`src/drr_pkg.sv`:
```
`default_nettype none

package drr_pkg;

    //////////////////////////////
    // Widths and counts
    //////////////////////////////
    localparam int PORT_INFO_W = 8;                  // One-hot ingress port pattern
    localparam int NUM_PORTS   = 5;                  // Four network ports plus CPU
    localparam int PORT_ID_W   = 3;
    localparam int CLASS_W     = 5;
    localparam int NUM_CLASSES = 32;
    localparam int FLOW_ID_W   = PORT_ID_W + CLASS_W;      // {port, class}
    localparam int NUM_FLOWS   = NUM_PORTS * NUM_CLASSES;  // 160 used ids
    localparam int PKT_SIZE_W  = 11;
    localparam int QUANTUM_W   = 17;                 // Quantum and remaining quantum
    localparam int ROUND_W     = 17;                 // Wraps, no overflow bits

    localparam logic [QUANTUM_W-1:0] DEFAULT_QUANTUM = QUANTUM_W'(1);

    // Pipeline depth
    localparam int DIV_STAGES   = PKT_SIZE_W;        // One quotient bit per stage
    localparam int RANK_LATENCY = DIV_STAGES + 2;    // Decode, divider, DRR update

    // APB control port
    localparam int APB_ADDR_W = 12;
    localparam int APB_DATA_W = 32;

    // Register field in paddr[11:10]
    typedef enum logic [1:0] {
        FIELD_QUANTUM = 2'd0,   // Read and write
        FIELD_ROUND   = 2'd1,
        FIELD_REMAIN  = 2'd2,
        FIELD_RSVD    = 2'd3
    } reg_field_e;

    //////////////////////////////
    // Pipeline payloads
    //////////////////////////////
    typedef struct packed {
        logic [PKT_SIZE_W-1:0]  pkt_size;
        logic [PORT_INFO_W-1:0] port_info;
        logic [CLASS_W-1:0]     pkt_class;
    } pkt_desc_t;

    // Stage 1 into the divider
    typedef struct packed {
        logic                  valid;
        logic [FLOW_ID_W-1:0]  flow_id;
        logic [QUANTUM_W-1:0]  quantum;
        logic [PKT_SIZE_W-1:0] pkt_size;
    } flow_job_t;

    // Divider into the DRR update
    typedef struct packed {
        logic                  valid;
        logic [FLOW_ID_W-1:0]  flow_id;
        logic [QUANTUM_W-1:0]  quantum;
        logic [PKT_SIZE_W-1:0] quotient;
        logic [QUANTUM_W-1:0]  remainder;
    } div_job_t;

    typedef struct packed {
        logic [FLOW_ID_W-1:0] flow_id;
        logic [ROUND_W-1:0]   round;
    } rank_t;

    // Per-flow DRR state
    typedef struct packed {
        logic [ROUND_W-1:0]   round;
        logic [QUANTUM_W-1:0] remain;
    } flow_stat_t;

endpackage

`default_nettype wire
```
`src/drr_port_decode.sv`:
```
`timescale 1ns/10ps
`default_nettype none

module drr_port_decode
    import drr_pkg::*;
(
    input  wire logic                 clk_cp,
    input  wire logic                 rst,
    input  wire logic                 pkt_valid_i,
    input  wire pkt_desc_t            pkt_i,
    input  wire logic [QUANTUM_W-1:0] quantum_i,   // From the quantum table
    output logic [FLOW_ID_W-1:0]      flow_id_o,
    output flow_job_t                 job_o
);

    logic [PORT_ID_W-1:0] port_id;
    flow_job_t            job_d;

    // Network ports sit on every second bit
    always_comb
    begin
        case (pkt_i.port_info)
            8'h01:   port_id = PORT_ID_W'(0);
            8'h04:   port_id = PORT_ID_W'(1);
            8'h10:   port_id = PORT_ID_W'(2);
            8'h40:   port_id = PORT_ID_W'(3);
            default: port_id = PORT_ID_W'(NUM_PORTS - 1);   // CPU port
        endcase
    end

    assign flow_id_o = {port_id, pkt_i.pkt_class};

    always_comb
    begin
        job_d.valid    = pkt_valid_i;
        job_d.flow_id  = flow_id_o;
        job_d.quantum  = quantum_i;   // Quantum is fixed for this packet here
        job_d.pkt_size = pkt_i.pkt_size;
    end

    always_ff @(posedge clk_cp)
    begin
        job_o <= job_d;
        if (!rst)
        begin
            job_o.valid <= 1'b0;
        end
    end

endmodule

`default_nettype wire

```
`config.mk`:
```
export PLATFORM = sky130hd
export DESIGN_NAME = drr_port_decode
export DESIGN_NICKNAME = d
export VERILOG_FILES = /design/src/drr_pkg.sv /design/src/drr_port_decode.sv
export SDC_FILE = /design/constraint.sdc
export NUM_CORES = 1
export LEC_CHECK = 0
export BUFFER_PORTS_ARGS = -buffer_cell sky130_fd_sc_hd__buf_2
export CAP_MARGIN = 30
export CELL_PAD_IN_SITES_DETAIL_PLACEMENT = 0
export CELL_PAD_IN_SITES_GLOBAL_PLACEMENT = 1
export CORE_MARGIN = 4
export CORE_UTILIZATION = 26
export CTS_BUF_LIST = sky130_fd_sc_hd__clkbuf_8
export CTS_CLUSTER_SIZE = 8
export DETAILED_ROUTE_END_ITERATION = 8
export MAX_ROUTING_LAYER = met4
export PLACE_DENSITY = 0.89
export SLEW_MARGIN = 25
export SYNTH_ARGS = -nofsm -noshare
export SYNTH_HDL_FRONTEND = slang
export SYNTH_SLANG_ARGS = --single-unit
```
`constraint.sdc`:
```
create_clock -name clk_cp -period 2.3 [get_ports clk_cp]
set_clock_uncertainty 0.1 [all_clocks]
set_input_delay 0.345 -clock clk_cp [delete_from_list [all_inputs] [get_ports clk_cp]]
set_output_delay 0.345 -clock clk_cp [all_outputs]
set_load 0.1 [all_outputs]
```
== After elaboration in Yosys (flattened, before gate mapping) ==
Index checks and enable logic that the tools add are counted.

* Register bits after elaboration: 37
* Input bits: 44
* Output and inout port bits: 45

* Equal/unequal tests: 4
* Multiplexer cells: 1

{| class="wikitable"
|+ Operators with widths
! kind !! count
|-
| 3-bit case mux with 4 select lines || 1
|-
| 8-bit by 1-bit == test with 1-bit output, second input constant || 1
|-
| 8-bit by 3-bit == test with 1-bit output, second input constant || 1
|-
| 8-bit by 5-bit == test with 1-bit output, second input constant || 1
|-
| 8-bit by 7-bit == test with 1-bit output, second input constant || 1
|}

== Depth between registers and ports, before layout ==
Gate-level depths: netlist (run 1).

* Depth after elaboration: 2
* Depth in mapped cells: 3
* Mapped depth without buffers: 3

== Least setup slack after synthesis (run 1) ==
OpenSTA, ideal clock, no wires.

* Path kind: in2reg
* From: in pkt_i[10] (netlist bit)
* To: reg job_o[33] (netlist bit)
* Setup time: 435 ps
* Data arrival time: 3801 ps
* Required time: 1765 ps
* Slack: -2036 ps
* Stages: 2
* Cell sequence: or4_4 > nor4_1

* Longest elaborated chain between the ends: 2

{| class="wikitable"
|+ Ends and longest elaborated chain
! what !! line !! source
|-
| start: declaration || drr_port_decode.sv:10 || <nowiki>input wire pkt_desc_t pkt_i,</nowiki>
|-
| 8-bit by 7-bit == test with 1-bit output, or another cell as far along || drr_port_decode.sv:22 || <nowiki>case (pkt_i.port_info)</nowiki>
|-
| 3-bit case mux with 4 select lines (*) || drr_port_decode.sv:22 ||
|-
| via flow_id_o[5] || drr_port_decode.sv:12 || <nowiki>output logic [FLOW_ID_W-1:0] flow_id_o,</nowiki>
|-
| end signal: assignment || drr_port_decode.sv:43 || <nowiki>job_o <= job_d;</nowiki>
|-
| end: declaration || drr_port_decode.sv:13 || <nowiki>output flow_job_t job_o</nowiki>
|}

Mark *: on every way through the listed nets, which the timed path passes. The rest lies on a longest branch.
A chain may end at the register's enable or synchronous reset.

== Worst setup path after layout (run 1) ==
* From: in pkt_i[10] (netlist bit)
* To: out flow_id_o[5]

* Longest elaborated chain between the ends: 2

{| class="wikitable"
|+ Ends and longest elaborated chain
! what !! line
|-
| 8-bit by 7-bit == test with 1-bit output, or another cell as far along || drr_port_decode.sv:22
|-
| 3-bit case mux with 4 select lines (*) || drr_port_decode.sv:22
|-
| end: declaration || drr_port_decode.sv:12
|}

Mark *: on every way between the ends. The rest lies on a longest branch, timed or not.

==> results of run 1 <==
area by class of cell:
class | instances | area [um2]
sequential | 37 | 741
clock buffer | 7 | 96.3
timing repair buffer | 88 | 470
clock inverter | 1 | 5.00
multi-input combinational | 10 | 108
tap | 44 | 55.1
fill | 317 | 1630
synth_stat cells:
cell type,number
dfxtp_1,37
buf_4,5
xnor2_1,3
nor3_1,2
nor4_1,2
and2_1,1
o21bai_1,1
or4_4,1
power groups by stage:
stage	clock (mW)	combinational, mW	sequential, mW
after floorplan	0	0.0556	0.930
after global placement	0	0.362	0.693
after detailed placement	0	0.364	0.695
after CTS	0.487	0.364	0.680
after global routing	0.518	0.372	0.683
final	0.465	0.362	0.680
logic make-up after synthesis:
group | synth area share
buffers and inverters | 0.0441
XOR/XNOR | 0.0308
AO/OA/AOI/OAI | 0.00881
flip-flops | 0.869
AND/OR/NAND/NOR | 0.0470
stage by stage:
step / power (mW) / instance area (um2) / utilization / hold WS, ns
after floorplan: 0.986 / 886 / - / 0.273
after global placement: 1.05 / 1370 / 0.443 / 0.347
after detailed placement: 1.06 / 1370 / 0.443 / 0.349
after CTS: 1.53 / 1480 / 0.475 / 0.0541
after global routing: 1.57 / 1480 / 0.475 / 0.0441
final: 1.51 / 1480 / 0.475 / 0.0664
how the worst max path moves through the flow:
| stage | cells past startpoint | slack (ns) | startpoint | end |
|---|---|---|---|---|
| CTS | 4 | 0.29 | pkt_i[10] | flow_id_o[5] |
| global route | 4 | 0.26 | pkt_i[10] | flow_id_o[5] |
| global placement | 4 | 0.33 | pkt_i[10] | flow_id_o[5] |
| finish | 4 | 0.30 | pkt_i[10] | flow_id_o[5] |
| detailed placement | 4 | 0.30 | pkt_i[10] | flow_id_o[5] |
| floorplan | 2 | -0.13 | pkt_i[10] | flow_id_o[5] |
per-layer routing:
metal  up-vias  wire length [um]  part of all wire  track usage
li1        340                 -                 -            -
met1       303               683              0.33       0.0919
met2        63               985              0.48        0.173
met3         4               364              0.18       0.0701
met4         0                21             0.010       0.0466
met5         -                 0                 0            -
worst max-delay path, stage by stage:
cell    delay, ns
buf_2        0.10
or4_4        0.57
nor4_4       0.32
buf_12       0.22
==> flow_metrics.env, run 1 <==
export IMPL_peakVddDrop_v=0.000420
export IMPL_finish_net_count=186
export IMPL_synthCells=52
export IMPL_most_common_layout_cells="buf_2, dfxtp_1, clkbuf_8, xnor2_1"
export IMPL_synth_area_leaders="dfxtp_1, buf_4, xnor2_1, nor4_1, or4_4"
export IMPL_p_switching_mw=0.507
export IMPL_end_kind="primary output"
export IMPL_period_minus_slack_ns=2.00
export IMPL_htree_levels=2
export IMPL_maxSlewHeadroom=0.674
export IMPL_final_common_cell="buf_2"
export IMPL_top_regs="job_o (37)"
export IMPL_die_area_mm2=0.00426
export IMPL_synth_nets=96
export IMPL_ctsRootBufferMaster="clkbuf_8"
export IMPL_finalMaxSlewViolations=0
export IMPL_num_rows=20
export IMPL_setup_slack_ns=0.301
export IMPL_area_growth_pct=73.1
export IMPL_cts_sinks=37
export IMPL_fp_dieH_um=65.2
export IMPL_ys_ff_latch=37
export IMPL_gp_congestion=0.777
export IMPL_grt_pass1_vias=737
export IMPL_wl_per_cell_um=11.0
export IMPL_wl_mm=2.05
export IMPL_hpwl_mm=1.78
export IMPL_critPathKind="in2out"
export IMPL_worstPathArrival_ns=1.55
export IMPL_hold_viol=0
export IMPL_ant_nets=0
export IMPL_status="complete, no violations"
export IMPL_seq_area_frac_synth=0.869
export IMPL_sw_frac_of_total=0.337
export IMPL_required_ns=1.86
export IMPL_synth_top_area_frac=0.869
export IMPL_drc=0
export IMPL_internal_power_mw=0.999
export IMPL_yosysUniqueCellTypes=8
export IMPL_syn_area_per_cell_um2=16.4
export IMPL_power_share_clock=0.309
export IMPL_yosysWarnings=0
export IMPL_cts_hold_fix_buffers=0
export IMPL_instances_no_fill=187
export IMPL_largest_reg_flops=37
export IMPL_placed_cells=179
export IMPL_power_sequential_fraction=0.451
export IMPL_grt_max_degree=12
export IMPL_grt_pass1_wl_mm=3.18
export IMPL_gr_total_overflow=0
export IMPL_clk_path_buf_depth=2
export IMPL_dr_total_vias=710
export IMPL_drive_above_1_share=0.699
export IMPL_period_share=0.869
export IMPL_drtIter0Drc=13
export IMPL_power_density_mw_per_mm2=1020
export IMPL_cap_violations=0
export IMPL_portBuffers=88
export IMPL_start_util=0.275
export IMPL_hp_class="in2reg"
export IMPL_diodes=0
export IMPL_max_clock_freq_mhz=500
export IMPL_setup_tns_ns=0
export IMPL_worst_slew_pin_slew_ns=0.492
export IMPL_regMostFlops="job_o"
export IMPL_cts_tree="done"
export IMPL_synth_area_um2=852
export IMPL_postCtsSetupBuffers=0
export IMPL_finalSetupViolations=0
export IMPL_antenna_found_initial=0
export IMPL_die_w_um=65.2
export IMPL_pre_cts_slack_ns=0.295
export IMPL_crit_path_start_kind="input port"
export IMPL_yosysTopAreaCell="dfxtp_1"
export IMPL_crit_fanout=3
export IMPL_firstDrtPassIters=4
export IMPL_combPwrFrac=0.240
export IMPL_worstHoldStart="pkt_i[20]"
export IMPL_track_usage=0.105
export IMPL_io_pins=89
export IMPL_viasPerCell=3.80
export IMPL_holdPathStages=1
export IMPL_cts_buffers=5
export IMPL_core_area_mm2=0.00310
export IMPL_rsz0062_at_grt="false"
export IMPL_clk_pin_slew_ns=0.06
export IMPL_p_leak_nw=0.740
export IMPL_hold_end="job_o[7]$_DFF_P_"
export IMPL_cts_repair_resized=0
(Power assumes the default switching activity.)
==> run 2: changes to the inputs <==
Settings changed: CORE_MARGIN 4 to 2.
==> run 2 against run 1 <==
Effect of this change: utilization down 0.22 points; via count is 0.42% lower; flip-flop and latch count is the same; combinational power is essentially flat; sequential share of layout area up 0.65 points; fmax down 0.73%; power down 3.8%; largest cell class unchanged; largest power group unchanged.
==> flow_metrics.env, run 2 (same netlist as run 1, synthesis figures left out) <==
export IMPL_final_common_cell="buf_2"
export IMPL_placed_area_mm2=0.00137
export IMPL_htree_levels=2
export IMPL_critPathKind="in2out"
export IMPL_finalPower_mw=1.45
export IMPL_hold_end="job_o[23]$_DFF_P_"
export IMPL_wl_met1_um=645
export IMPL_wl_mm=1.90
export IMPL_finalSetupViolations=0
export IMPL_gp_congestion=0.643
export IMPL_drc=0
export IMPL_max_clock_freq_mhz=497
export IMPL_internal_power_mw=0.934
export IMPL_track_usage=0.0992
export IMPL_gr_total_overflow=0
export IMPL_start_util=0.277
export IMPL_p_switching_mw=0.515
export IMPL_cts_hold_fix_buffers=0
export IMPL_regMostFlops="job_o"
export IMPL_ant_nets=0
export IMPL_io_pins=89
export IMPL_wl_met2_um=955
export IMPL_drive_above_1_share=0.692
export IMPL_core_area_mm2=0.00308
export IMPL_maxSlewHeadroom=0.672
export IMPL_worst_slew_pin_slew_ns=0.495
export IMPL_hp_class="in2reg"
export IMPL_ctsRootBufferMaster="clkbuf_8"
export IMPL_peakVddDrop_v=0.000378
export IMPL_pre_cts_slack_ns=0.296
export IMPL_cts_sinks=37
export IMPL_power_sequential_fraction=0.469
export IMPL_cts_repair_resized=0
export IMPL_finish_net_count=186
export IMPL_power_density_mw_per_mm2=995
export IMPL_p_leak_nw=0.735
export IMPL_sw_frac_of_total=0.356
export IMPL_period_minus_slack_ns=2.01
export IMPL_largest_reg_flops=37
export IMPL_crit_path_start_kind="input port"
export IMPL_finalMaxSlewViolations=0
export IMPL_setup_slack_ns=0.286
export IMPL_postCtsSetupBuffers=0
export IMPL_status="complete, no violations"
export IMPL_period_share=0.875
export IMPL_cts_tree="done"
export IMPL_grt_pass1_vias=617
export IMPL_wl_per_cell_um=10.1
export IMPL_diodes=0
export IMPL_grt_max_degree=12
export IMPL_antenna_found_initial=0
export IMPL_num_rows=20
export IMPL_crit_fanout=3
export IMPL_area_growth_pct=70.9
export IMPL_setup_tns_ns=0
export IMPL_fin_util=0.473
export IMPL_most_common_layout_cells="buf_2, dfxtp_1, clkbuf_8, xnor2_1"
export IMPL_viasPerCell=3.78
export IMPL_drtIter0Drc=26
export IMPL_combPwrFrac=0.249
export IMPL_required_ns=1.86
export IMPL_power_share_clock=0.282
export IMPL_firstDrtPassIters=2
export IMPL_holdPathStages=1
export IMPL_dr_max_layer_used="met4"
export IMPL_cap_violations=0
export IMPL_worstPathArrival_ns=1.57
export IMPL_top_regs="job_o (37)"
export IMPL_fp_dieH_um=61.2
export IMPL_hold_viol=0
export IMPL_dr_total_vias=707
export IMPL_die_area_mm2=0.00375
export IMPL_cts_buffers=5
export IMPL_die_w_um=61.2
export IMPL_worstHoldStart="quantum_i[12]"
export IMPL_fin_area_mm2=0.00146
export IMPL_portBuffers=88
export IMPL_grt_pass1_wl_mm=2.47
export IMPL_wl_met3_um=282
export IMPL_end_kind="primary output"
export IMPL_clk_path_buf_depth=2
export IMPL_clk_pin_slew_ns=0.07
export IMPL_rsz0062_at_grt="false"
-- run 2: changes by cell type in the layout (fill, tap and decap cells not counted) --
cell	change
clkinv_2	+1
inv_1	+1
clkbuf_8	-2
-- run 2: power by group through the flow --
stage,clock [mW],sequential [mW],combinational (mW)
after floorplan,0,0.930,0.0556
after global placement,0,0.694,0.361
after detailed placement,0,0.694,0.363
after CTS,0.425,0.680,0.363
after global routing,0.456,0.682,0.372
final,0.409,0.679,0.361
-- run 2: worst max-delay path by stage --
stage,start,endpoint,slack [ns],cells past startpoint
finish,pkt_i[10],flow_id_o[6],0.29,4
global route,pkt_i[10],flow_id_o[6],0.25,4
CTS,pkt_i[10],flow_id_o[6],0.29,4
detailed placement,pkt_i[10],flow_id_o[6],0.30,4
global placement,pkt_i[10],flow_id_o[5],0.33,4
floorplan,pkt_i[10],flow_id_o[5],-0.13,2
-- run 2: metrics by stage --
step                hold WS (ns)  cells
detailed placement         0.349    179
finish                    0.0596    187
floorplan                  0.273     52
global placement           0.348    179
global route              0.0397    187
CTS                       0.0507    187
-- run 2: area by class of cell --
cell class              instances  area (um2)
multi-input cells              10         108
repair buffers                 88         470
well taps                      44        55.1
fillers                       299        1620
clock inverters                 3        13.8
flip-flops and latches         37         741
clock buffers                   5        68.8
-- run 2: critical path: stages --
cell and delay [ns]:
buf_2 0.10, or4_4 0.57, nor4_4 0.33, buf_12 0.22
-- run 2: layer usage --
layer,up-vias,track usage
li1,339,-
met1,301,0.0777
met2,63,0.179
met3,4,0.0651
met4,0,0.0373
met5,-,-
