### config.mk
export PLATFORM = sky130hd
export DESIGN_NAME = drr_quantum_div
export DESIGN_NICKNAME = d
export VERILOG_FILES = /design/src/drr_pkg.sv /design/src/drr_quantum_div.sv
export SDC_FILE = /design/constraint.sdc
export NUM_CORES = 1
export LEC_CHECK = 0
export BUFFER_PORTS_ARGS = -buffer_cell sky130_fd_sc_hd__buf_4
export CORE_AREA = 4 4 185 367
export CTS_BUF_LIST = sky130_fd_sc_hd__clkbuf_16
export CTS_CLUSTER_SIZE = 16
export DETAILED_ROUTE_END_ITERATION = 10
export DIE_AREA = 0 0 189 371
export GPL_ROUTABILITY_DRIVEN = 1
export PLACE_DENSITY_LB_ADDON = 0.2
export RECOVER_POWER = 50
export SLEW_MARGIN = 20
export SYNTH_ARGS = -nofsm -noshare
export SYNTH_HDL_FRONTEND = slang
export SYNTH_SLANG_ARGS = --single-unit
### constraint.sdc
create_clock -name clk_cp -period 4.8 [get_ports clk_cp]
set_input_delay 0.72 -clock clk_cp [delete_from_list [all_inputs] [get_ports clk_cp]]
set_output_delay 0.72 -clock clk_cp [all_outputs]
set_load 0.005 [all_outputs]
### src/drr_pkg.sv
`default_nettype none

package drr_pkg;

    //////////////////////////////
    // Widths and counts
    //////////////////////////////
    localparam int PORT_INFO_W = 8;                  // One-hot ingress port pattern
    localparam int NUM_PORTS   = 5;                  // Four network ports plus CPU
    localparam int PORT_ID_W   = 3;
    localparam int CLASS_W     = 5;
    localparam int NUM_CLASSES = 32;
    localparam int FLOW_ID_W   = PORT_ID_W + CLASS_W;      // {port, class}
    localparam int NUM_FLOWS   = NUM_PORTS * NUM_CLASSES;  // 160 used ids
    localparam int PKT_SIZE_W  = 11;
    localparam int QUANTUM_W   = 17;                 // Quantum and remaining quantum
    localparam int ROUND_W     = 17;                 // Wraps, no overflow bits

    localparam logic [QUANTUM_W-1:0] DEFAULT_QUANTUM = QUANTUM_W'(1);

    // Pipeline depth
    localparam int DIV_STAGES   = PKT_SIZE_W;        // One quotient bit per stage
    localparam int RANK_LATENCY = DIV_STAGES + 2;    // Decode, divider, DRR update

    // APB control port
    localparam int APB_ADDR_W = 12;
    localparam int APB_DATA_W = 32;

    // Register field in paddr[11:10]
    typedef enum logic [1:0] {
        FIELD_QUANTUM = 2'd0,   // Read and write
        FIELD_ROUND   = 2'd1,
        FIELD_REMAIN  = 2'd2,
        FIELD_RSVD    = 2'd3
    } reg_field_e;

    //////////////////////////////
    // Pipeline payloads
    //////////////////////////////
    typedef struct packed {
        logic [PKT_SIZE_W-1:0]  pkt_size;
        logic [PORT_INFO_W-1:0] port_info;
        logic [CLASS_W-1:0]     pkt_class;
    } pkt_desc_t;

    // Stage 1 into the divider
    typedef struct packed {
        logic                  valid;
        logic [FLOW_ID_W-1:0]  flow_id;
        logic [QUANTUM_W-1:0]  quantum;
        logic [PKT_SIZE_W-1:0] pkt_size;
    } flow_job_t;

    // Divider into the DRR update
    typedef struct packed {
        logic                  valid;
        logic [FLOW_ID_W-1:0]  flow_id;
        logic [QUANTUM_W-1:0]  quantum;
        logic [PKT_SIZE_W-1:0] quotient;
        logic [QUANTUM_W-1:0]  remainder;
    } div_job_t;

    typedef struct packed {
        logic [FLOW_ID_W-1:0] flow_id;
        logic [ROUND_W-1:0]   round;
    } rank_t;

    // Per-flow DRR state
    typedef struct packed {
        logic [ROUND_W-1:0]   round;
        logic [QUANTUM_W-1:0] remain;
    } flow_stat_t;

endpackage

`default_nettype wire
### src/drr_quantum_div.sv
`timescale 1ns/10ps
`default_nettype none

module drr_quantum_div
    import drr_pkg::*;
(
    input  wire logic      clk_cp,
    input  wire logic      rst,
    input  wire flow_job_t job_i,
    output div_job_t       job_o
);

    //////////////////////////////
    // Restoring divider, unrolled
    //////////////////////////////

    // The quotient field starts as the dividend. Each stage shifts one
    // dividend bit out at the top and one quotient bit in at the bottom,
    // so after DIV_STAGES shifts it holds the full quotient.

    div_job_t entry;
    div_job_t stage_q [DIV_STAGES];

    always_comb
    begin
        entry.valid     = job_i.valid;
        entry.flow_id   = job_i.flow_id;
        entry.quantum   = job_i.quantum;
        entry.quotient  = job_i.pkt_size;
        entry.remainder = '0;
    end

    for (genvar s = 0; s < DIV_STAGES; s++)
    begin : g_stage
        div_job_t             src;
        div_job_t             nxt;
        logic [QUANTUM_W:0]   trial;     // Partial remainder with next dividend bit
        logic [QUANTUM_W:0]   divisor;
        logic                 fits;

        if (s == 0)
        begin : g_first
            assign src = entry;
        end
        else
        begin : g_next
            assign src = stage_q[s-1];
        end

        assign divisor = {1'b0, src.quantum};
        assign trial   = {src.remainder, src.quotient[PKT_SIZE_W-1]};
        assign fits    = (trial >= divisor);

        always_comb
        begin
            nxt = src;
            if (fits)
            begin
                nxt.remainder = QUANTUM_W'(trial - divisor);
            end
            else
            begin
                nxt.remainder = trial[QUANTUM_W-1:0];   // Restore
            end
            nxt.quotient = {src.quotient[PKT_SIZE_W-2:0], fits};
        end

        // Payload flows freely, only valid is cleared
        always_ff @(posedge clk_cp)
        begin
            stage_q[s] <= nxt;
            if (!rst)
            begin
                stage_q[s].valid <= 1'b0;
            end
        end
    end

    assign job_o = stage_q[DIV_STAGES-1];   // Final quotient and remainder

endmodule

`default_nettype wire

Word level (Yosys, flattened, before mapping) --
Memory sizes are Yosys's and may differ from the RTL's. Index checks and enable logic that the tools add are counted.
Storage, ports and cells: flip-flop bits (word level) 0, RAM bits 594, output and inout bits 54, logic and storage cells 57, memories 1
Cells by class: add/subtract/negate cells 11, order comparisons 11, multiplexer cells 23, bitwise operators 11
Memories:
- stage_q | depth 11, bits a word 54, rd ports 11, clocked after memory_dff 0, write ports 11, RTL line drr_quantum_div.sv:22 | div_job_t stage_q [DIV_STAGES];
Operators by type and width (count):
- $mux 17 | 11
- $ge 18x17->1 | 10
- $sub 17x17->17 | 10
- $ge 1x17->1 | 1
- $sub 1x17->17 | 1
- $mux 1 | 12
- $or 1x1->1 const A | 11

Longest topological paths before layout --
Gate-level depths: netlist of the first run. An unclocked memory read counts as a cell.
word-level depth 3, gate-level depth with buffers 15, gate-level depth less buffers 13

Worst setup path after synthesis of the first run --
No wires, ideal clock.
kind register to register, start memory stage_q[7][27] in the netlist's numbering, end memory stage_q[8][10] in the netlist's numbering, setup time 0.121 ns, data arrival time 2.629 ns, path slack 2.050 ns, stages on the path, launching flop included 14, path through dfxtp_1 inv_1 ha_1 inv_1 fa_1 a21o_2 a21oi_4 o21ai_2 a221oi_2 o31a_1 o31a_2 o21ai_4 buf_12 mux2_4
RTL lines (RTL line):
- start, declared | drr_quantum_div.sv:22

==> impl_results.md, run 1 <==
- Status: complete, no violations
- Fraction of layout cells with a size suffix above 1: around an eighth
- Crit. End Element: flop
- Top reg by flops: stage_q
- Max-Cap Viols: 0
- Hold Crit Class: in2reg
- Post-Syn Area per Cell: 10.3 um2
- Slew HR: between 30% and 40%
- Num CTS Buffers: 55
- Post-DRT Antenna Nets: 0
- H-Tree Depth: 2
- Post-synthesis register bit count: around 590
- Post-synthesis mux area share: under 10%
- Mapped Nets: roughly 2400
- Peak supply drop: slightly below 0.0003 V
- Synth Area in XOR/XNOR: between 4 and 5%
- Final Setup Violations: 0
- Clock transition at the registers of the reported paths: about 60 ps
- CTS tree: done
- Sw Pwr: roughly 2.5 mW
- CTS Buffer Depth: 3
- Commonest cells post-synth: 594 x dfxtp_1, 220 x inv_1, 172 x ha_1
- Top-count cell post-synth: dfxtp_1
- Max Slew Vio Count: 0
- I/O pin count: 93
- Placed Area: approximately 24000 um2
- Top flop regs: stage_q x594
- Worst Clk Skew: around 28 ps
- GP Congestion: between 0.9 and 1
- Area grow syn2layout: 15.5%
- Period Utilization, post-route: between 70 and 80%
- Reg power frac: about half
- Max reg flops: between 500 and 600
- Cell Int Power: 8.02 mW
- Clock share of power: about 41%
- Post-CTS Resized: 0
- CP Launch Type: flop
- Drt total wl: between 40000 and 50000 um
- Latest clock arrival within the worst-skew pair: about 630 ps
- RSZ-0062 raised after global routing: no
- Synthesis Warnings: 0
- WL/cell: around 15 um
- Largest net degree at the start of global routing: 32
- Compound-Gate Fraction of Synth Area: 14.3%
- Initial antenna violation count: 0
- Hold bufs inserted after CTS: 0
- CP arrival: between 4000 and 5000 ps
- Drt initial violations: 388
- Post-synth top area share: 52.6%
- Synth Area in Simple Gates: 9.34%
- Number of clock sinks: roughly 590
- # Post-CTS Setup Buffers: 0
- Setup CP Type: reg2reg
- Power per Cell Area: approximately 400 nW/um2
- Starting density of the core: 34.8%
- Endpoints failing hold: 0
- Fin nets: ~2500
- Top cells by area, synth: dfxtp_1 53%, ha_1 9.5%, inv_1 3.7%, a21oi_1 3.4%, mux2_2 3.1%
- Post-synth EDFFs: 0
- Port Buffers: around 90
- Non-filler instance count after layout: about 3200
- Routed via count: ~15000
- Global-route usage over all layers: 13.9%
- Leak Pwr: 12.0 nW
- Peak Freq: around 0.27 GHz
- 1st-pass router iterations: 5
- Worst slew pin tran: around 1000 ps
- Cell count after placement: between 3000 and 4000
- Synth Area in Adders: between 10% and 20%
- Sequential area share after synthesis: a little over half
- Sw frac: between 20% and 30%
- Die Wd: roughly 190 um
- Fin Setup TNS: 0 ps
- Crit-path max FO: 17
- Diode count: 0
- Leading area contributor after synthesis: dfxtp_1
- GR Overflow Total: 0
- Netlist Area Pre-Place: between 20000 and 25000 um2
- Post-DP HPWL: approximately 38000 um
- Largest family of logic cells by synthesized area: compound AO/OA/AOI/OAI gates
- Min Tclk post-route: 3690 ps
- Die ar.: around 70000 um2
- Mapped Cells: between 2000 and 2500
- Async SR Flop Fraction: 0%
- FP Rows: between 100 and 150
- DR vias/cell: between 4 and 5
- DR DRC count: 0
- Core ar.: 64900 um2
- CTS root buffer: clkbuf_16
- Critical Path RT: approximately 5300 ps
- Overall power: roughly 11 mW
- Ys flop type: dfxtp_1
- Share of total power in combinational logic: roughly a tenth
- Die height: roughly 370 um
- Vias in the first global route: 16600
- First-pass GRT wire length: 79100 um
- Final instance area: 26100 um2
- Post-synth cell types: 77
[critical path, stage by stage, from the launching register on]
cell,delay (ps)
dfxtp_1,320
inv_1,60
ha_1,170
inv_1,60
fa_1,430
a211oi_1,280
o21bai_1,120
a21oi_1,450
o21ai_0,330
a21oi_1,550
o311ai_4,280
buf_6,240
mux2_2,270
[layout by cell type (no fill, tap or decap), types with 7 or more instances in the layout]
master and n:
nor4_1 9, clkbuf_16 55, a21oi_1 155, and2_1 16
nor2b_1 19, nand4_1 23, fa_1 10, o31ai_1 9
inv_1 228, clkinv_2 8, dfxtp_1 594, nand2b_1 25
nand3_1 38, or2_2 8, ha_1 172, o31a_1 7
o21a_1 20, mux2_4 8, mux2_2 62, a31oi_1 10
buf_4 69, o21ai_0 127, mux2i_1 7, clkbuf_1 8
o21bai_1 23, a21o_1 67, xnor2_1 76, nor2_1 117
nand2_1 130, clkinv_1 12, clkbuf_4 27, and3_1 8
a211oi_1 22, xor2_1 52, nor3_1 35
[layout make-up]
| class | count | area [um2] |
|---|---|---|
| tap | 871 | 1090 |
| inverter | 222 | 833 |
| fill | 6382 | 38800 |
| clock buffer | 55 | 1380 |
| multi-input combinational | 1344 | 9720 |
| clock inverter | 46 | 439 |
| timing repair buffer | 105 | 762 |
| sequential | 594 | 11900 |
[per-stage QoR]
stage	hold WS, ps	util, %	setup slack [ps]
after detailed placement	312	37.5	1050
final	211	40.2	1110
after floorplan	310	-	2050
after global placement	310	37.5	937
after CTS	137	40.3	1020
after global routing	173	40.2	909
[kinds of logic (layout without fill, tap and decap cells)]
family          Yosys count  count (layout)
buf+inv                 261             428
compound gates          510             510
simple gates            447             447
mux                      77              77
xor+xnor                128             128
flops                   594             594
fa+ha+maj               182             182
[path summary, 6_finish.rpt]
path         depth (start not counted)        endpoint      startpoint  slack (ps)
max                                 12  stage_q[10][4]  stage_q[9][27]        1110
min                                  1  stage_q[0][27]        job_i[9]         210
max reg2reg                         12  stage_q[10][4]  stage_q[9][27]        1110
min reg2reg                          0  stage_q[6][23]  stage_q[5][22]         320
[power groups by stage]
stage / Clock (mW) / Combinational (mW) / Sequential, mW
after CTS: 4.54 / 0.992 / 5.25
after floorplan: 0 / 0.688 / 5.33
after global placement: 0 / 0.964 / 5.36
after global routing: 4.72 / 1.10 / 5.27
final: 4.34 / 0.982 / 5.25
after detailed placement: 0 / 0.987 / 5.36
[routing by layer]
metal  routed length (um)  track usage (%)
met2                29500             30.7
met4                 3220             8.74
met5                    0                0
met3                 1540             2.13
met1                14400             10.4
Power figures use the tool's default switching activity.
==> run 2, diff against run 1 <==
Clock period 4.8 ns to 3.7 ns, I/O delays scaled along.
==> impl_results.md, run 2 (same netlist as run 1, synthesis figures left out) <==
- Status: complete, no violations
- Critical Path RT: 4180 ps (-1130 ps)
- Post-Place Setup Slack: 442 ps (-603 ps)
- Leak Pwr: 12.1 nW (+0.75%)
- FP Rows: 132 (unchanged)
- Fin worst setup slack: 476 ps (-632 ps)
- GR Overflow Total: 0 (unchanged)
- Post-CTS Resized: 0 (unchanged)
- Clock transition at the registers of the reported paths: 70 ps (about the same)
- Initial antenna violation count: 0 (unchanged)
- Commonest non-fill, non-tap cell in the layout: dfxtp_1
- Non-filler instance count after layout: 3245 (+0.25%)
- Die height: 371 um (unchanged)
- Max-Cap Viols: 0 (unchanged)
- Worst reg2reg setup slack: 480 ps (-630 ps)
- Worst slew pin tran: 996 ps (+6.40 ps)
- CTS tree: done
- Multi-input logic area: 9720 um2 (about the same)
- Top flop regs: stage_q x594
- Max reg flops: 594 (unchanged)
- Reg2reg end: stage_q[7][16]
- H-Tree Depth: 2 (unchanged)
- Slew HR: 32.7% (-1.4 points)
- Num CTS Buffers: 55 (unchanged)
- Largest net degree at the start of global routing: 33 (+3.1%)
- Number of clock sinks: 594 (unchanged)
- Core ar.: 64900 um2 (unchanged)
- Drt total wl: 48800 um (+0.37%)
- CP arrival: 3700 ps (-500 ps)
- CTS root buffer: clkbuf_16
- Peak Freq: 0.310 GHz (+15%)
- Final instance area: 26300 um2 (+0.58%)
- Die Wd: 189 um (unchanged)
- Worst Reg2Reg Path Length in Cells: 12 (unchanged)
- # Post-CTS Setup Buffers: 0 (unchanged)
- Placed Area: 24400 um2 (+0.42%)
- CP Launch Type: flop
- Peak supply drop: 0.000362 V (+24%)
- Reg area: 11900 um2 (unchanged)
- Final Setup Violations: 0 (unchanged)
- First-pass GRT wire length: 78000 um (-1.4%)
- Top reg by flops: stage_q
- DR DRC count: 0 (unchanged)
- Fraction of layout cells with a size suffix above 1: 12.0% (+0.30 points)
- CTS Buffer Depth: 3 (unchanged)
- CP endpoint: stage_q[7][16]
- CP startpoint: stage_q[6][27]
- DR vias/cell: 4.73 (+0.53%)
- Final core utilization: 40.5% (+0.23 points)
- Die ar.: 70100 um2 (unchanged)
- Cell count after placement: 3148 (+0.38%)
- Fin Setup TNS: 0 ps (unchanged)
- Hold bufs inserted after CTS: 0 (unchanged)
- Port Buffers: 92 (unchanged)
- Commonest non-fill, non-tap cells in the layout: 594 x dfxtp_1, 227 x inv_1, 172 x ha_1
- Worst Hold Slack: 79.5 ps (-132 ps)
- Global-route usage over all layers: 13.8% (-0.16 points)
- Routed via count: 15300 (+0.78%)
- 1st-pass router iterations: 4 (-1)
- Hold Crit Class: in2reg
- Latest clock arrival within the worst-skew pair: 600 ps (-30 ps)
- Fin nets: 2555 (+0.47%)
- Post-DRT Antenna Nets: 0 (unchanged)
- RSZ-0062 raised after global routing: no
- Max Slew Vio Count: 0 (unchanged)
- Crit. End Element: flop
- Area grow syn2layout: 16.1%
- Overall power: 13.9 mW (+32%)
- R2r startpoint: stage_q[6][27]
- Vias in the first global route: 16300 (-2.0%)
- Diode count: 0 (unchanged)
- Power per Cell Area: 530 nW/um2 (+31%)
- Min Tclk post-route: 3220 ps (-468 ps)
- Post-DP HPWL: 38400 um (+0.54%)
- GP Congestion: 0.946 (+2.5%)
- I/O pin count: 93 (unchanged)
- WL/cell: 15.0 um (+0.12%)
- Starting density of the core: 34.8% (unchanged)
- Worst Clk Skew: 17.0 ps (-10.6 ps)
- Drt initial violations: 422 (+8.8%)
- Period Utilization, post-route: 87.1% (+10 points)
- Setup CP Type: reg2reg
- Crit-path max FO: 3 (-14)
- Filler Cell Count: 6338 (-0.69%)
- Endpoints failing hold: 0 (unchanged)
==> run 2: cell types whose count changed in the layout (fill, tap and decap cells not counted), sizes merged <==
cell	before	now
buf	70	82
clkinv	27	20
bufinv	6	10
clkinvlp	4	2
clkbuf	90	91
==> run 2: critical path, stage by stage, from the launching register on <==
cell and delay, ps:
dfxtp_1 310, inv_1 50, ha_1 160, inv_1 50, fa_1 390, a21o_1 180
a21oi_1 300, o21a_1 210, o31ai_1 100, a21boi_0 710, o21ai_0 200, xor2_1 180
mux2_2 270
==> run 2: report_power, final <==
group / switching, mW / internal, mW / total [mW] / leakage [nW]
Combinational: 0.696 / 0.573 / 1.27 / 6.22
Clock: 2.40 / 3.44 / 5.84 / 0.934
Sequential: 0.120 / 6.69 / 6.81 / 4.94
==> run 2: area by class of cell <==
cell class,instances,share of cell area [%]
clock buffer,56,5.34
sequential,594,45.3
timing repair buffer,117,3.29
multi-input combinational,1344,37.0
inverter,222,3.17
clock inverter,41,1.77
tap,871,4.15
==> run 2: worst min-delay path by stage <==
stage	depth (start not counted)	slack (ps)	startpoint	end
floorplan	0	310	stage_q[9][17]	stage_q[10][18]
global placement	0	310	stage_q[9][49]	stage_q[10][49]
detailed placement	0	310	stage_q[0][45]	stage_q[1][45]
CTS	1	6	job_i[30]	stage_q[0][47]
global route	1	30	job_i[4]	stage_q[0][22]
finish	1	80	job_i[9]	stage_q[0][27]
==> run 2: routing by layer <==
layer	wire (um)	global-route usage (%)
met1	14400	10.1
met2	29500	30.6
met3	1550	1.85
met4	3420	8.91
met5	0	0
==> run 3, diff against run 2 <==
Settings changed: RECOVER_POWER 50 to 100.
Clock period 3.7 ns to 3.6 ns, I/O delays scaled along.
==> impl_results.md, run 3 (same netlist as run 1, synthesis figures left out) <==
- Status: complete, no violations
- GP Congestion: 0.929 (-1.8%)
- Largest net degree at the start of global routing: 33 (unchanged)
- Post-Place Setup Slack: 302 ps (-139 ps)
- Latest clock arrival within the worst-skew pair: 620 ps (+20 ps)
- R2r startpoint: stage_q[9][27]
- I/O pin count: 93 (unchanged)
- H-Tree Depth: 2 (unchanged)
- DR DRC count: 0 (unchanged)
- RSZ-0062 raised after global routing: no
- Area grow syn2layout: 17.0%
- Post-DP HPWL: 38600 um (+0.48%)
- Setup CP Type: reg2reg
- Top flop regs: stage_q x594
- CTS root buffer: clkbuf_16
- Fraction of layout cells with a size suffix above 1: 11.2% (-0.79 points)
- Crit. End Element: flop
- Peak Freq: 0.292 GHz (-5.9%)
- Global-route usage over all layers: 14.0% (+0.24 points)
- Fin Setup TNS: 0 ps (unchanged)
- Reg2reg end: stage_q[10][1]
- Routed via count: 15600 (+1.4%)
- CP arrival: 3920 ps (+220 ps)
- Initial antenna violation count: 0 (unchanged)
- Hold EP: stage_q[0][29]
- Critical Path RT: 4090 ps (-90 ps)
- Fin worst setup slack: 174 ps (-302 ps)
- Worst reg2reg setup slack: 170 ps (-300 ps)
- Vias in the first global route: 16700 (+2.8%)
- Post-CTS Resized: 0 (unchanged)
- Min Tclk post-route: 3430 ps (+202 ps)
- Die Wd: 189 um (unchanged)
- Max reg flops: 594 (unchanged)
- Starting density of the core: 34.8% (unchanged)
- WL/cell: 15.1 um (+0.22%)
- Worst hold stages: 1 (unchanged)
- Die ar.: 70100 um2 (unchanged)
- Commonest non-fill, non-tap cells in the layout: 594 x dfxtp_1, 222 x inv_1, 172 x ha_1
- Drt initial violations: 372 (-12%)
- Commonest non-fill, non-tap cell in the layout: dfxtp_1
- Min-Delay Startpoint: job_i[12]
- Diode count: 0 (unchanged)
- Drt total wl: 49500 um (+1.5%)
- Crit-path max FO: 20 (+17)
- CP Launch Type: flop
- DR vias/cell: 4.74 (+0.12%)
- Clock transition at the registers of the reported paths: 60 ps (about the same)
- Leak Pwr: 12.1 nW (+0.31%)
- Filler Cell Count: 6285 (-0.84%)
- CTS Buffer Depth: 3 (unchanged)
- Number of clock sinks: 594 (unchanged)
- Worst Reg2Reg Path Length in Cells: 12 (unchanged)
- Peak supply drop: 0.000435 V (+20%)
- Final core utilization: 40.8% (+0.30 points)
- CP startpoint: stage_q[9][27]
- Core ar.: 64900 um2 (unchanged)
- 1st-pass router iterations: 5 (+1)
- Die height: 371 um (unchanged)
- Period Utilization, post-route: 95.2% (+8.0 points)
- First-pass GRT wire length: 79000 um (+1.3%)
- Num CTS Buffers: 56 (+1.8%)
- Final Setup Violations: 0 (unchanged)
- Slew HR: 34.2% (+1.6 points)
- CTS tree: done
- Port Buffers: 92 (unchanged)
- Top reg by flops: stage_q
- Worst slew pin tran: 986 ps (-9.43 ps)
- FP Rows: 132 (unchanged)
- Max-Cap Viols: 0 (unchanged)
- Post-DRT Antenna Nets: 0 (unchanged)
- # Post-CTS Setup Buffers: 0 (unchanged)
- Hold Crit Class: in2reg
- Fin nets: 2593 (+1.5%)
- Power per Cell Area: 537 nW/um2 (+1.4%)
- Max Slew Vio Count: 0 (unchanged)
- GR Overflow Total: 0 (unchanged)
- Endpoints failing hold: 0 (unchanged)
- Worst Clk Skew: 14.7 ps (-2.35 ps)
-- run 3: metrics by stage --
stage          area, um2  std cells  power [mW]  hold slack (ps)
6_report           26500       3287        14.2              104
5_1_grt            26500       3287        14.9             57.9
2_1_floorplan      22600       2199        8.03              310
3_3_place_gp       24500       3151        8.43              310
3_5_place_dp       24500       3151        8.46              312
4_1_cts            26600       3286        14.5            0.956
-- run 3: how the worst max path moves through the flow --
stage / depth (start not counted) / end / slack [ps]
floorplan: 13 / stage_q[8][10] / 850
global placement: 12 / stage_q[6][1] / 330
detailed placement: 11 / stage_q[10][5] / 300
CTS: 11 / stage_q[10][1] / 270
global route: 12 / stage_q[5][1] / 60
finish: 12 / stage_q[10][1] / 170
-- run 3: what timing repair did --
item,in CTS,in global routing
setup endpoints to repair,0,0
hold endpoints to repair,33,0
hold buffers,33,0
-- run 3: final cells by class --
type                       count  area [um2]  share of cell area (%)
multi-input combinational   1344        9640                    36.4
inverter                     222         833                    3.15
clock inverter                45         405                    1.53
sequential                   594       11900                    44.9
clock buffer                  57        1430                    5.39
tap                          871        1090                    4.12
timing repair buffer         154        1170                    4.44
-- run 3: critical path, stage by stage (launching register included) --
cell and delay (ps):
dfxtp_1 310, inv_1 50, ha_1 160, inv_1 60
fa_1 420, a211oi_1 240, o21bai_1 110, a21oi_1 180
o21ai_0 210, a21oi_1 500, o311ai_2 320, clkbuf_2 380
mux2_2 350
-- run 3: where the power goes --
group,switching (mW),internal [mW],total (mW)
Combinational,0.717,0.597,1.31
Clock,2.53,3.37,5.90
Sequential,0.122,6.87,7.00
-- run 3: metal layers --
layer	track usage, %	up-vias	part of all wire (%)
met5	0	-	0
met4	9.58	0	7.3
met3	2.10	182	3.0
met2	31.1	305	60
met1	9.95	7221	29
li1	-	7857	-
